File: src/sdar_pkg.sv
package sdar_pkg;

	// stream widths
	localparam int AXIS_DATA_W = 256;
	localparam int AXIS_KEEP_W = AXIS_DATA_W / 8;
	localparam int AXIS_USER_W = 128;
	localparam int SAMPLE_W    = 32;
	localparam int REG_ADDR_W  = 4;
	localparam int REG_DATA_W  = 32;

	typedef logic [AXIS_DATA_W-1:0] axis_data_t;
	typedef logic [AXIS_KEEP_W-1:0] axis_keep_t;
	typedef logic [AXIS_USER_W-1:0] axis_user_t;
	typedef logic [SAMPLE_W-1:0]    sample_t;
	typedef logic [SAMPLE_W-1:0]    score_t;
	typedef logic [REG_ADDR_W-1:0]  reg_addr_t;
	typedef logic [REG_DATA_W-1:0]  reg_data_t;

	// one beat, valid and ready travel separately
	typedef struct packed {
		axis_data_t tdata;
		axis_keep_t tkeep;
		axis_user_t tuser;
		logic       tlast;
	} axis_beat_t;

	typedef enum logic [1:0] {
		SCORE_IDLE,
		SCORE_LOAD,
		SCORE_COMPUTE
	} score_state_e;

	// header field offsets, bit positions within a beat
	localparam int ETH_TYPE_POS     = 96;
	localparam int IP_PROTO_POS     = 184;
	// these two are in the second beat
	localparam int UDP_DST_PORT_POS = 32;
	localparam int USER_DATA_POS    = 80;

	// ethertype 0x0800 with the bytes as seen on the bus
	localparam logic [15:0] IP_TYPE_SWAPPED = 16'h0008;
	localparam logic [7:0]  UDP_PROTO       = 8'h11;
	localparam logic [15:0] UDP_PORT_TRIG   = 16'd12345;

	// register map
	localparam reg_addr_t REG_ID     = 4'd0;
	localparam reg_addr_t REG_RESULT = 4'd1;
	localparam reg_addr_t REG_TPUT   = 4'd2;
	localparam reg_addr_t REG_PKTIN  = 4'd3;
	localparam reg_addr_t REG_PKTOUT = 4'd4;
	localparam reg_addr_t REG_DROP   = 4'd5;
	localparam reg_addr_t REG_CTRL   = 4'd6;

	// ctrl write bits
	localparam int CTRL_CLR_CNT_BIT    = 0;
	localparam int CTRL_CLR_RESULT_BIT = 1;
	localparam int CTRL_CLR_MODE_BIT   = 2;

	localparam reg_data_t ID_VALUE = 32'h5da2_0100;

endpackage

File: src/udp_trigger_parser.sv
`timescale 1ns/1ps

module udp_trigger_parser (
	input  logic                 axis_aclk,
	input  logic                 cf_rstn,
	input  sdar_pkg::axis_beat_t beat_i,
	input  logic                 beat_fire_i,
	output logic                 sample_valid_o,
	output sdar_pkg::sample_t    sample_value_o
);

	import sdar_pkg::*;

	// beat index inside the packet saturating at 2
	logic [1:0]  beat_cnt;
	logic        is_ip;
	logic        is_udp;
	logic        eth_is_ip;
	logic        proto_is_udp;
	logic [15:0] dst_port;
	logic        port_hit;
	logic        trigger;

	// first beat fields
	assign eth_is_ip    = beat_i.tdata[ETH_TYPE_POS +: 16] == IP_TYPE_SWAPPED;
	assign proto_is_udp = beat_i.tdata[IP_PROTO_POS +: 8] == UDP_PROTO;

	// port arrives in network order so the two bytes are swapped
	assign dst_port = {beat_i.tdata[UDP_DST_PORT_POS +: 8],
		beat_i.tdata[UDP_DST_PORT_POS+8 +: 8]};
	assign port_hit = dst_port == UDP_PORT_TRIG;

	assign trigger = beat_fire_i && (beat_cnt == 2'd1) && is_ip && is_udp && port_hit;

	always_ff @(posedge axis_aclk) begin
		if (!cf_rstn) begin
			beat_cnt <= 2'd0;
			is_ip    <= 1'b0;
			is_udp   <= 1'b0;
		end else if (beat_fire_i) begin
			if (beat_i.tlast) begin
				// end of packet resets the header state
				beat_cnt <= 2'd0;
				is_ip    <= 1'b0;
				is_udp   <= 1'b0;
			end else begin
				if (beat_cnt == 2'd0) begin
					is_ip  <= eth_is_ip;
					is_udp <= proto_is_udp;
				end
				if (beat_cnt != 2'd2) begin
					beat_cnt <= beat_cnt + 2'd1;
				end
			end
		end
	end

	always_ff @(posedge axis_aclk) begin
		if (!cf_rstn) begin
			sample_valid_o <= 1'b0;
		end else begin
			sample_valid_o <= trigger;
		end
	end

	// user value of the matching packet
	always_ff @(posedge axis_aclk) begin
		if (trigger) begin
			sample_value_o <= beat_i.tdata[USER_DATA_POS +: SAMPLE_W];
		end
	end

endmodule

File: src/sample_fifo.sv
`timescale 1ns/1ps

module sample_fifo #(
	parameter int unsigned FIFO_DEPTH_BITS = 3
) (
	input  logic              axis_aclk,
	input  logic              cf_rstn,
	input  logic              wr_i,
	input  sdar_pkg::sample_t din_i,
	input  logic              rd_i,
	output sdar_pkg::sample_t dout_o,
	output logic              empty_o,
	output logic              full_o,
	output logic              drop_o
);

	import sdar_pkg::*;

	localparam int unsigned DEPTH = 1 << FIFO_DEPTH_BITS;

	sample_t mem [DEPTH];

	// one extra bit tells full from empty
	logic [FIFO_DEPTH_BITS:0] wr_ptr;
	logic [FIFO_DEPTH_BITS:0] rd_ptr;
	logic                     do_wr;
	logic                     do_rd;

	assign empty_o = wr_ptr == rd_ptr;
	assign full_o  = (wr_ptr[FIFO_DEPTH_BITS] != rd_ptr[FIFO_DEPTH_BITS]) &&
		(wr_ptr[FIFO_DEPTH_BITS-1:0] == rd_ptr[FIFO_DEPTH_BITS-1:0]);

	assign do_wr = wr_i && !full_o;
	assign do_rd = rd_i && !empty_o;

	// head of queue, shown without a read
	assign dout_o = mem[rd_ptr[FIFO_DEPTH_BITS-1:0]];

	always_ff @(posedge axis_aclk) begin
		if (do_wr) begin
			mem[wr_ptr[FIFO_DEPTH_BITS-1:0]] <= din_i;
		end
	end

	always_ff @(posedge axis_aclk) begin
		if (!cf_rstn) begin
			wr_ptr <= '0;
			rd_ptr <= '0;
			drop_o <= 1'b0;
		end else begin
			if (do_wr) begin
				wr_ptr <= wr_ptr + 1'b1;
			end
			if (do_rd) begin
				rd_ptr <= rd_ptr + 1'b1;
			end
			// sample refused, flag it once
			drop_o <= wr_i && full_o;
		end
	end

endmodule

File: src/sdar_score_core.sv
`timescale 1ns/1ps

module sdar_score_core #(
	parameter int unsigned FORGET_SHIFT = 5
) (
	input  logic              axis_aclk,
	input  logic              cf_rstn,
	input  logic              empty_i,
	input  sdar_pkg::sample_t din_i,
	output logic              pop_o,
	input  logic              mode_clear_i,
	output logic              score_valid_o,
	output sdar_pkg::score_t  score_o
);

	import sdar_pkg::*;

	score_state_e state;
	score_state_e state_next;

	sample_t sample_q;
	score_t  mean_q;
	score_t  score_q;
	// next sample only seeds the mean
	logic    first_q;

	logic signed [32:0] diff;
	logic signed [32:0] diff_abs;
	logic signed [32:0] step;
	logic signed [32:0] mean_sum;

	// pop from idle, or straight away when a score goes out
	assign pop_o = ((state == SCORE_IDLE) || (state == SCORE_COMPUTE)) && !empty_i;

	assign score_valid_o = state == SCORE_COMPUTE;
	assign score_o       = score_q;

	always_comb begin
		state_next = state;
		case (state)
			SCORE_IDLE:    state_next = empty_i ? SCORE_IDLE : SCORE_LOAD;
			SCORE_LOAD:    state_next = SCORE_COMPUTE;
			SCORE_COMPUTE: state_next = empty_i ? SCORE_IDLE : SCORE_LOAD;
			default:       state_next = SCORE_IDLE;
		endcase
	end

	// deviation and discounted step toward the sample
	always_comb begin
		diff     = $signed({1'b0, sample_q}) - $signed({1'b0, mean_q});
		diff_abs = diff[32] ? -diff : diff;
		step     = diff >>> FORGET_SHIFT;
		mean_sum = $signed({1'b0, mean_q}) + step;
	end

	always_ff @(posedge axis_aclk) begin
		if (!cf_rstn) begin
			state   <= SCORE_IDLE;
			first_q <= 1'b1;
		end else begin
			state <= state_next;
			if (mode_clear_i) begin
				first_q <= 1'b1;
			end else if (state == SCORE_LOAD) begin
				first_q <= 1'b0;
			end
		end
	end

	always_ff @(posedge axis_aclk) begin
		if (pop_o) begin
			sample_q <= din_i;
		end
		if (state == SCORE_LOAD) begin
			if (first_q) begin
				mean_q  <= sample_q;
				score_q <= '0;
			end else begin
				// result stays between mean and sample, so 32 bits hold it
				mean_q  <= mean_sum[31:0];
				score_q <= diff_abs[31:0];
			end
		end
	end

endmodule

File: src/sdar_stats_regs.sv
`timescale 1ns/1ps

module sdar_stats_regs (
	input  logic                axis_aclk,
	input  logic                cf_rstn,
	input  logic                score_valid_i,
	input  sdar_pkg::score_t    score_i,
	input  logic                drop_i,
	input  logic                pkt_in_i,
	input  logic                pkt_out_i,
	input  logic                reg_wr_i,
	input  logic                reg_rd_i,
	input  sdar_pkg::reg_addr_t reg_addr_i,
	input  sdar_pkg::reg_data_t reg_wdata_i,
	output sdar_pkg::reg_data_t reg_rdata_o,
	output logic                mode_clear_o
);

	import sdar_pkg::*;

	score_t    result_q;
	reg_data_t tput_q;
	reg_data_t pktin_q;
	reg_data_t pktout_q;
	reg_data_t drop_q;

	logic ctrl_wr;
	logic clr_cnt;
	logic clr_result;

	// low 31 bits wrap, bit 31 remembers that it happened
	function automatic reg_data_t sat_inc(input reg_data_t cnt, input logic inc);
		reg_data_t nxt;
		nxt = cnt;
		if (inc) begin
			nxt[30:0] = cnt[30:0] + 31'd1;
			if (&cnt[30:0]) begin
				nxt[31] = 1'b1;
			end
		end
		return nxt;
	endfunction

	assign ctrl_wr    = reg_wr_i && (reg_addr_i == REG_CTRL);
	assign clr_cnt    = ctrl_wr && reg_wdata_i[CTRL_CLR_CNT_BIT];
	assign clr_result = ctrl_wr && reg_wdata_i[CTRL_CLR_RESULT_BIT];

	always_ff @(posedge axis_aclk) begin
		if (!cf_rstn) begin
			result_q     <= '0;
			tput_q       <= '0;
			pktin_q      <= '0;
			pktout_q     <= '0;
			drop_q       <= '0;
			mode_clear_o <= 1'b0;
		end else begin
			mode_clear_o <= ctrl_wr && reg_wdata_i[CTRL_CLR_MODE_BIT];

			if (clr_result) begin
				result_q <= '0;
			end else if (score_valid_i) begin
				result_q <= score_i;
			end

			if (clr_cnt) begin
				tput_q   <= '0;
				pktin_q  <= '0;
				pktout_q <= '0;
				drop_q   <= '0;
			end else begin
				tput_q   <= tput_q + reg_data_t'(score_valid_i);
				drop_q   <= drop_q + reg_data_t'(drop_i);
				pktin_q  <= sat_inc(pktin_q, pkt_in_i);
				pktout_q <= sat_inc(pktout_q, pkt_out_i);
			end
		end
	end

	// read data holds until the next read
	always_ff @(posedge axis_aclk) begin
		if (!cf_rstn) begin
			reg_rdata_o <= '0;
		end else if (reg_rd_i) begin
			case (reg_addr_i)
				REG_ID:     reg_rdata_o <= ID_VALUE;
				REG_RESULT: reg_rdata_o <= result_q;
				REG_TPUT:   reg_rdata_o <= tput_q;
				REG_PKTIN:  reg_rdata_o <= pktin_q;
				REG_PKTOUT: reg_rdata_o <= pktout_q;
				REG_DROP:   reg_rdata_o <= drop_q;
				default:    reg_rdata_o <= '0;
			endcase
		end
	end

endmodule

File: src/sdar_top.sv
`timescale 1ns/1ps

module sdar_top #(
	parameter int unsigned FIFO_DEPTH_BITS = 3,
	parameter int unsigned FORGET_SHIFT    = 5
) (
	input  logic                 axis_aclk,
	input  logic                 cf_rstn,

	input  sdar_pkg::axis_beat_t s_axis_beat_i,
	input  logic                 s_axis_tvalid_i,
	output logic                 s_axis_tready_o,

	output sdar_pkg::axis_beat_t m_axis_beat_o,
	output logic                 m_axis_tvalid_o,
	input  logic                 m_axis_tready_i,

	input  logic                 reg_wr_i,
	input  logic                 reg_rd_i,
	input  sdar_pkg::reg_addr_t  reg_addr_i,
	input  sdar_pkg::reg_data_t  reg_wdata_i,
	output sdar_pkg::reg_data_t  reg_rdata_o
);

	import sdar_pkg::*;

	logic    beat_fire;
	logic    pkt_in;
	logic    pkt_out;

	logic    sample_valid;
	sample_t sample_value;
	logic    fifo_empty;
	sample_t fifo_dout;
	logic    fifo_pop;
	logic    drop;
	logic    score_valid;
	score_t  score_value;
	logic    mode_clear;

	// stream and back-pressure pass straight through
	assign m_axis_beat_o   = s_axis_beat_i;
	assign m_axis_tvalid_o = s_axis_tvalid_i;
	assign s_axis_tready_o = m_axis_tready_i;

	assign beat_fire = s_axis_tvalid_i && s_axis_tready_o;
	assign pkt_in    = beat_fire && s_axis_beat_i.tlast;
	assign pkt_out   = m_axis_tvalid_o && m_axis_tready_i && m_axis_beat_o.tlast;

	udp_trigger_parser i_parser (
		.axis_aclk      (axis_aclk),
		.cf_rstn        (cf_rstn),
		.beat_i         (s_axis_beat_i),
		.beat_fire_i    (beat_fire),
		.sample_valid_o (sample_valid),
		.sample_value_o (sample_value)
	);

	sample_fifo #(
		.FIFO_DEPTH_BITS (FIFO_DEPTH_BITS)
	) i_fifo (
		.axis_aclk (axis_aclk),
		.cf_rstn   (cf_rstn),
		.wr_i      (sample_valid),
		.din_i     (sample_value),
		.rd_i      (fifo_pop),
		.dout_o    (fifo_dout),
		.empty_o   (fifo_empty),
		.full_o    (),
		.drop_o    (drop)
	);

	sdar_score_core #(
		.FORGET_SHIFT (FORGET_SHIFT)
	) i_core (
		.axis_aclk     (axis_aclk),
		.cf_rstn       (cf_rstn),
		.empty_i       (fifo_empty),
		.din_i         (fifo_dout),
		.pop_o         (fifo_pop),
		.mode_clear_i  (mode_clear),
		.score_valid_o (score_valid),
		.score_o       (score_value)
	);

	sdar_stats_regs i_stats (
		.axis_aclk     (axis_aclk),
		.cf_rstn       (cf_rstn),
		.score_valid_i (score_valid),
		.score_i       (score_value),
		.drop_i        (drop),
		.pkt_in_i      (pkt_in),
		.pkt_out_i     (pkt_out),
		.reg_wr_i      (reg_wr_i),
		.reg_rd_i      (reg_rd_i),
		.reg_addr_i    (reg_addr_i),
		.reg_wdata_i   (reg_wdata_i),
		.reg_rdata_o   (reg_rdata_o),
		.mode_clear_o  (mode_clear)
	);

endmodule

File: config.mk
export PLATFORM = sky130hd
export DESIGN_NAME = sdar_top
export DESIGN_NICKNAME = d
export VERILOG_FILES = /design/src/sdar_pkg.sv /design/src/udp_trigger_parser.sv /design/src/sample_fifo.sv /design/src/sdar_score_core.sv /design/src/sdar_stats_regs.sv /design/src/sdar_top.sv
export SDC_FILE = /design/constraint.sdc
export NUM_CORES = 1
export LEC_CHECK = 0
export BUFFER_PORTS_ARGS = -buffer_cell sky130_fd_sc_hd__buf_2
export CORE_MARGIN = 10
export CORE_UTILIZATION = 25
export DETAILED_ROUTE_END_ITERATION = 16
export GPL_ROUTABILITY_DRIVEN = 0
export HOLD_SLACK_MARGIN = 0.1
export PLACE_DENSITY = 0.5
export SLEW_MARGIN = 5
export SYNTH_ARGS = -nofsm -noshare
export SYNTH_HDL_FRONTEND = slang
export SYNTH_SLANG_ARGS = --single-unit
File: constraint.sdc
create_clock -name axis_aclk -period 12.03 [get_ports axis_aclk]
set_input_delay 1.8045 -clock axis_aclk [delete_from_list [all_inputs] [get_ports axis_aclk]]
set_output_delay 1.8045 -clock axis_aclk [all_outputs]
set_load 0.02 [all_outputs]
After elaboration in Yosys (flattened, before gate mapping)
Memories as Yosys holds them, arrays and structs flattened. A register that Yosys moved wholly into a read port is not among the register bits.
Index checks and enable logic that the tools add are counted.
{ "op_classes": {"eq_ne": 16, "reduce_logical": 31, "n_bitwise": 1, "add_sub_neg": 10, "mux": 13} }
{ "op_table": {"columns": ["op", "count"], "rows": [
  ["32-bit case mux with 6 select lines", 1],
  ["32-bit by 1-bit adder with 32-bit output", 2],
  ["32-bit 2-to-1 mux", 2],
  ["32-bit AND reduction", 2],
  ["31-bit by 1-bit adder with 31-bit output, second input constant", 2],
  ["32-bit by 32-bit subtractor with 33-bit output", 1],
  ["32-bit by 28-bit adder with 32-bit output", 1],
  ["32-bit negator", 1],
  ["16-bit by 14-bit == test with 1-bit output, second input constant", 1],
  ["16-bit by 4-bit == test with 1-bit output, second input constant", 1],
  ["1-bit logical AND", 15],
  ["4-bit by 3-bit == test with 1-bit output, second input constant", 3],
  ["4-bit by 1-bit adder with 4-bit output, second input constant", 2],
  ["4-bit by 2-bit == test with 1-bit output, second input constant", 2],
  ["8-bit by 5-bit == test with 1-bit output, second input constant", 1],
  ["2-bit OR reduction", 4],
  ["1-bit 2-to-1 mux", 7],
  ["2-bit by 1-bit == test with 1-bit output, second input constant", 2],
  ["4-bit by 1-bit == test with 1-bit output, second input constant", 1],
  ["4-bit == test", 1],
  ["2-bit zero test", 2],
  ["4-bit zero test", 1],
  ["2-bit 2-to-1 mux", 2],
  ["2-bit case mux with 2 select lines", 1],
  ["10 further kinds", 13]
]} }
{ "totals": {"n_memories": 1, "output_inout_bits": 451, "input_bits": 459, "regBits": 306, "elab_cells": 93, "ramBits": 256} }
{ "memory_table": {"columns": ["memory", "depth", "width", "read_ports", "rd_clocked_by_memory_dff", "wr", "line", "text"], "rows": [
  ["i_fifo.mem", 8, 32, 1, 1, 1, "sample_fifo.sv:21", "sample_t mem [DEPTH];"]
]} }

Logic depth before layout (Yosys ltp)
{ "logic_depth": {"ltp_word": 6, "ltp_mapped": 22, "mapped_depth_nobuf": 22} }

Cells and area by module
From an unflattened synthesis, not the netlist that was laid out.
{ "hier_totals": {"cells_unflattened": 2852, "area_unflattened_um2": 31931.9} }
{ "by_module_without_submodules": {"columns": ["module", "seq_area_each_um2", "n_inst", "cells_per_inst", "area_each_um2"], "rows": [
  ["sample_fifo", 7927.6, 1, 457, 10390.0],
  ["sdar_stats_regs", 3863.7, 1, 1010, 8977.4],
  ["sdar_score_core", 2942.8, 1, 890, 8089.0],
  ["sdar_top", 0.0, 1, 421, 3158.0],
  ["udp_trigger_parser", 1061.0, 1, 74, 1317.5]
]} }

Worst setup path after synthesis
Ideal clock, no wire load.
{ "synth_path": {"path_type": "input-to-reg", "from": "input port s_axis_beat_i[193] (netlist bit)", "to": "register i_parser.sample_value_o[0] (enable)", "n_path_buf": 0, "t_required_ns": 11.526, "slack_ns": 6.190, "setup_time_ns": 0.504, "cell_stages": 3, "arrival_time_ns": 5.336, "cell_sequence": "nor4b_1 > nand3_1 > nor4_1"} }
{ "synth_between": {"elab_chain_len": 2} }
{ "synth_lines": {"columns": ["item", "line", "text"], "rows": [
  ["start: declaration", "sdar_top.sv:10", "input sdar_pkg::axis_beat_t s_axis_beat_i,"],
  ["16-bit by 14-bit == test with 1-bit output", "udp_trigger_parser.sv:31", "assign port_hit = dst_port == UDP_PORT_TRIG;"],
  ["1-bit logical AND", "udp_trigger_parser.sv:33", "assign trigger = beat_fire_i && (beat_cnt == 2'd1) && is_ip && is_udp && port_hit;"],
  ["named net i_parser.trigger", "udp_trigger_parser.sv:22", "logic trigger;"],
  ["end signal: assignment", "udp_trigger_parser.sv:69", "sample_value_o <= beat_i.tdata[USER_DATA_POS +: SAMPLE_W];"],
  ["end: declaration", "udp_trigger_parser.sv:9", "output sdar_pkg::sample_t sample_value_o"]
]} }
The timed path passes the listed nets, and every way through them passes these cells.
A chain may end at the register's enable or synchronous reset.

Final worst setup path
{ "layout_path": {"from": "register i_core.sample_q[0] (read register of i_fifo.mem)", "to": "register i_core.mean_q[30], data pin"} }
{ "layout_between": {"elab_chain_len": 3} }
{ "layout_lines": {"columns": ["item", "line", "text"], "rows": [
  ["start: declaration", "sdar_score_core.sv:21", "sample_t sample_q;"],
  ["32-bit by 32-bit subtractor with 33-bit output", "sdar_score_core.sv:50", "diff = $signed({1'b0, sample_q}) - $signed({1'b0, mean_q});"],
  ["32-bit by 28-bit adder with 32-bit output", "sdar_score_core.sv:53", "mean_sum = $signed({1'b0, mean_q}) + step;"],
  ["32-bit 2-to-1 mux", "sdar_score_core.sv:75", "if (first_q) begin"],
  ["end signal: assignment", "sdar_score_core.sv:76", "mean_q <= sample_q;"],
  ["end signal: assignment", "sdar_score_core.sv:80", "mean_q <= mean_sum[31:0];"],
  ["end: declaration", "sdar_score_core.sv:22", "score_t mean_q;"]
]} }
No other way between the ends.

==> run metrics <==
Slew HR=between 20% and 30%; dpl hpwl=70,640 um; min-delay worst type=reg2reg; RSZ-0062 raised after global routing=false; dominant cells by area after synthesis=edfxtp_1, dfxtp_1, buf_4; hold-fix buffers at CTS=0; DIE WIDTH=371.3 um; placed inst area=30,490 um^2; most common cell after layout, fill and taps aside=edfxtp_1; worst r2r src=i_core.sample_q[0]$_DFFE_PP_; cell depth of the worst min-delay path=2; Core Rows=roughly 130; # nets final=3,067; Synth top area share=37.37%; Pre-antenna DRT Iters=5; P&R area growth vs syn=5.632%; CTS tree=yes; largest net degree at the start of global routing=just under 70; IO Port Bufs=160; Via density=4.556; WL/cell=22.47 um; DP Worst Slack=6.175 ns; total power after layout=5.856 mW; Antenna Violating Nets Remaining=0; critical hold path startpoint=i_stats.result_q[21]$_SDFFE_PP0P_; final period utilization=49.52%; Yosys cell types=81; Sink Count=594; Die Height=371.3 um; crit path capture type=flip-flop; setup TNS=0 ns; Initial Util=25.25%; fmax=0.1679 GHz; Iter 0 DRT Violations=1,309; PostCTS Resize Cnt=0; crit-path cells=inv_1 -> ha_1 -> inv_1 -> fa_1 -> a211o_1 -> a211o_1 -> nand2_1 -> o21ai_0 -> xor2_1 -> ha_1 -> a21o_1 -> a21o_1 -> a21oi_1 -> o22ai_1 -> o32ai_1 -> o211ai_1 -> a2111oi_0 -> nor3_1 -> nand3b_1; vias=19,170; worst skew pair latency=0.62 ns; vias in the first global route=18,430; drc violations=0; first-pass GRT wire length=roughly 130,000 um; GRT Residual Overflow=0; design area=about 33,000 um^2; yosys warns=0; Setup Fix Bufs, Post-CTS=0; worst vdd ir=0.1021 mV; share of layout cells above drive strength 1=between 15 and 20%; WHS Endpoint=i_stats.result_q[21]$_SDFFE_PP0P_; #FFs+latches synth=594; Bufs on Longest Clock Path=3; status=finished clean; pwr dens=179.7 nW/um^2; Post-Syn Instances=2,792; synthesized area=30,860 um^2; Leakage=11.11 nW; Req. time, crit path=12.37 ns; post-route worst setup slack=6.073 ns; syn_nets=3,330; Clock transition at path regs=0.06 ns; crit path kind=reg2reg; Worst Path Max Fanout=7; max incr delay on CP=between 0.6 and 0.7 ns; clock skew=roughly 0.035 ns; initial antenna violation count=11; number of flops mapped to enable cells by yosys=384; CTS buffer count=66; Max H-tree Level=3; CP max stage cell=a2111oi_0; core area=around 120,000 um^2; Critical Path AT=6.30 ns; final slew viol count=0; Final min period=5.957 ns; ys flop type=edfxtp_1; die area=137,900 um^2; Async S/R FF share, synth=0%; cell count of the worst reg-to-reg path=19; Final Hold Viols=0; r2r setup slk=between 6 and 7 ns; most frequent cells in the layout=edfxtp_1, nand2_1, nor2_1; number of max-cap violations=0; Synth area leader=edfxtp_1; r2r endpoint=i_core.mean_q[30]$_DFFE_PP_; synthesized area per cell=11.05 um^2; Ports=just over 900; Worst Tran Pin Value=about 1.1 ns; Final setup viols=0; clock root buffer master=clkbuf_16; critical path launch point type=flip-flop; post-synthesis sequential area ratio=50.99%; total track usage=13.09%; final wirelength=94,550 um
[critical path: cells and delay by family (launching register included)]
family / cells / cell delay, ns
buf+inv: 2 / 0.14
fa+ha+maj: 3 / 1.00
flops: 1 / 0.41
xor+xnor: 1 / 0.52
compound gates: 10 / 3.15
simple gates: 3 / 0.51
[cells by family (layout without fill, tap and decap cells)]
family / Yosys count / count (layout) / share of synthesized area, %
buffers and inverters: 606 / 394 / 12.51
DFF: 594 / 594 / 50.99
muxes: 109 / 109 / 6.281
and+or+nand+nor: 776 / 776 / 12.24
xor gates and xnor gates: 184 / 184 / 5.247
other: 0 / 2 / 0
AOI/OAI and AO/OA: 444 / 444 / 9.476
adders and majority gates: 79 / 79 / 3.252
[Yosys cell counts (64+ instances only)]
| library cell | count |
|---|---|
| xnor2_1 | 71 |
| dfxtp_1 | 210 |
| nor2_1 | 214 |
| ha_1 | 77 |
| nand2_1 | 211 |
| xor2_1 | 112 |
| nand3_1 | 76 |
| a21oi_1 | 143 |
| edfxtp_1 | 384 |
| buf_4 | 419 |
| mux4_2 | 64 |
| o21ai_0 | 69 |
| clkbuf_1 | 75 |
| inv_1 | 86 |
[worst max-delay path by stage]
stage | startpoint | to | cells past startpoint
finish | i_core.sample_q[0]$_DFFE_PP_ | i_core.mean_q[30]$_DFFE_PP_ | 19
global route | i_core.sample_q[0]$_DFFE_PP_ | i_core.mean_q[30]$_DFFE_PP_ | 19
CTS | i_core.sample_q[0]$_DFFE_PP_ | i_core.mean_q[30]$_DFFE_PP_ | 19
detailed placement | i_core.sample_q[0]$_DFFE_PP_ | i_core.mean_q[30]$_DFFE_PP_ | 19
global placement | i_core.sample_q[0]$_DFFE_PP_ | i_core.mean_q[30]$_DFFE_PP_ | 19
floorplan | s_axis_beat_i[193] | i_parser.sample_value_o[0]$_DFFE_PP_ | 3
[sequential cells by signal (all words and copies together) (netlist names)]
signal                   flops
i_stats.tput_q              32
i_core.sample_q             32
i_parser.sample_valid_o      1
i_core.score_o              32
i_stats.drop_q              32
i_stats.pktin_q             32
i_parser.is_udp              1
i_parser.beat_cnt            2
i_stats.result_q            32
i_fifo.wr_ptr                4
i_core.state                 2
i_core.first_q               1
i_stats.pktout_q            32
i_parser.is_ip               1
i_fifo.drop_o                1
i_stats.reg_rdata_o         32
i_core.mean_q               32
i_parser.sample_value_o     32
i_stats.mode_clear_o         1
i_fifo.rd_ptr                4
i_fifo.mem                 256
[metal layers]
metal,track usage (%),share of wire [%],up-vias
li1,-,-,9116
met2,15.70,36,982
met4,1.932,1.2,22
met1,16.24,41,8965
met3,12.46,20,84
met5,5.278,1.1,-
[final cells by class]
type | instances | area [um^2]
diodes | 2 | 5.005
clock buffers | 88 | 1794
clock inverters | 31 | 306.5
fillers | 12740 | 89600
inverters | 86 | 322.8
multi-input cells | 1592 | 11370
flip-flops and latches | 594 | 15740
well taps | 1625 | 2033
repair buffers | 189 | 1018
[through the flow]
stage	std cells	hold WS, ns	utilization [%]
2_1_floorplan	2792	0.3981	-
3_3_place_gp	4086	0.4605	24.95
3_5_place_dp	4086	0.4620	24.95
4_1_cts	4205	0.4700	26.67
5_1_grt	4205	0.4918	26.67
6_report	4207	0.4699	26.67
[report_power, final]
group	internal, mW	total (mW)	switching [mW]	leakage [nW]
combinational	0.649	1.58	0.932	4.94
sequential	2.25	2.32	0.0706	5.15
clock	1.11	1.95	0.842	1.02
No activity file was read; power rests on OpenSTA's default activity.
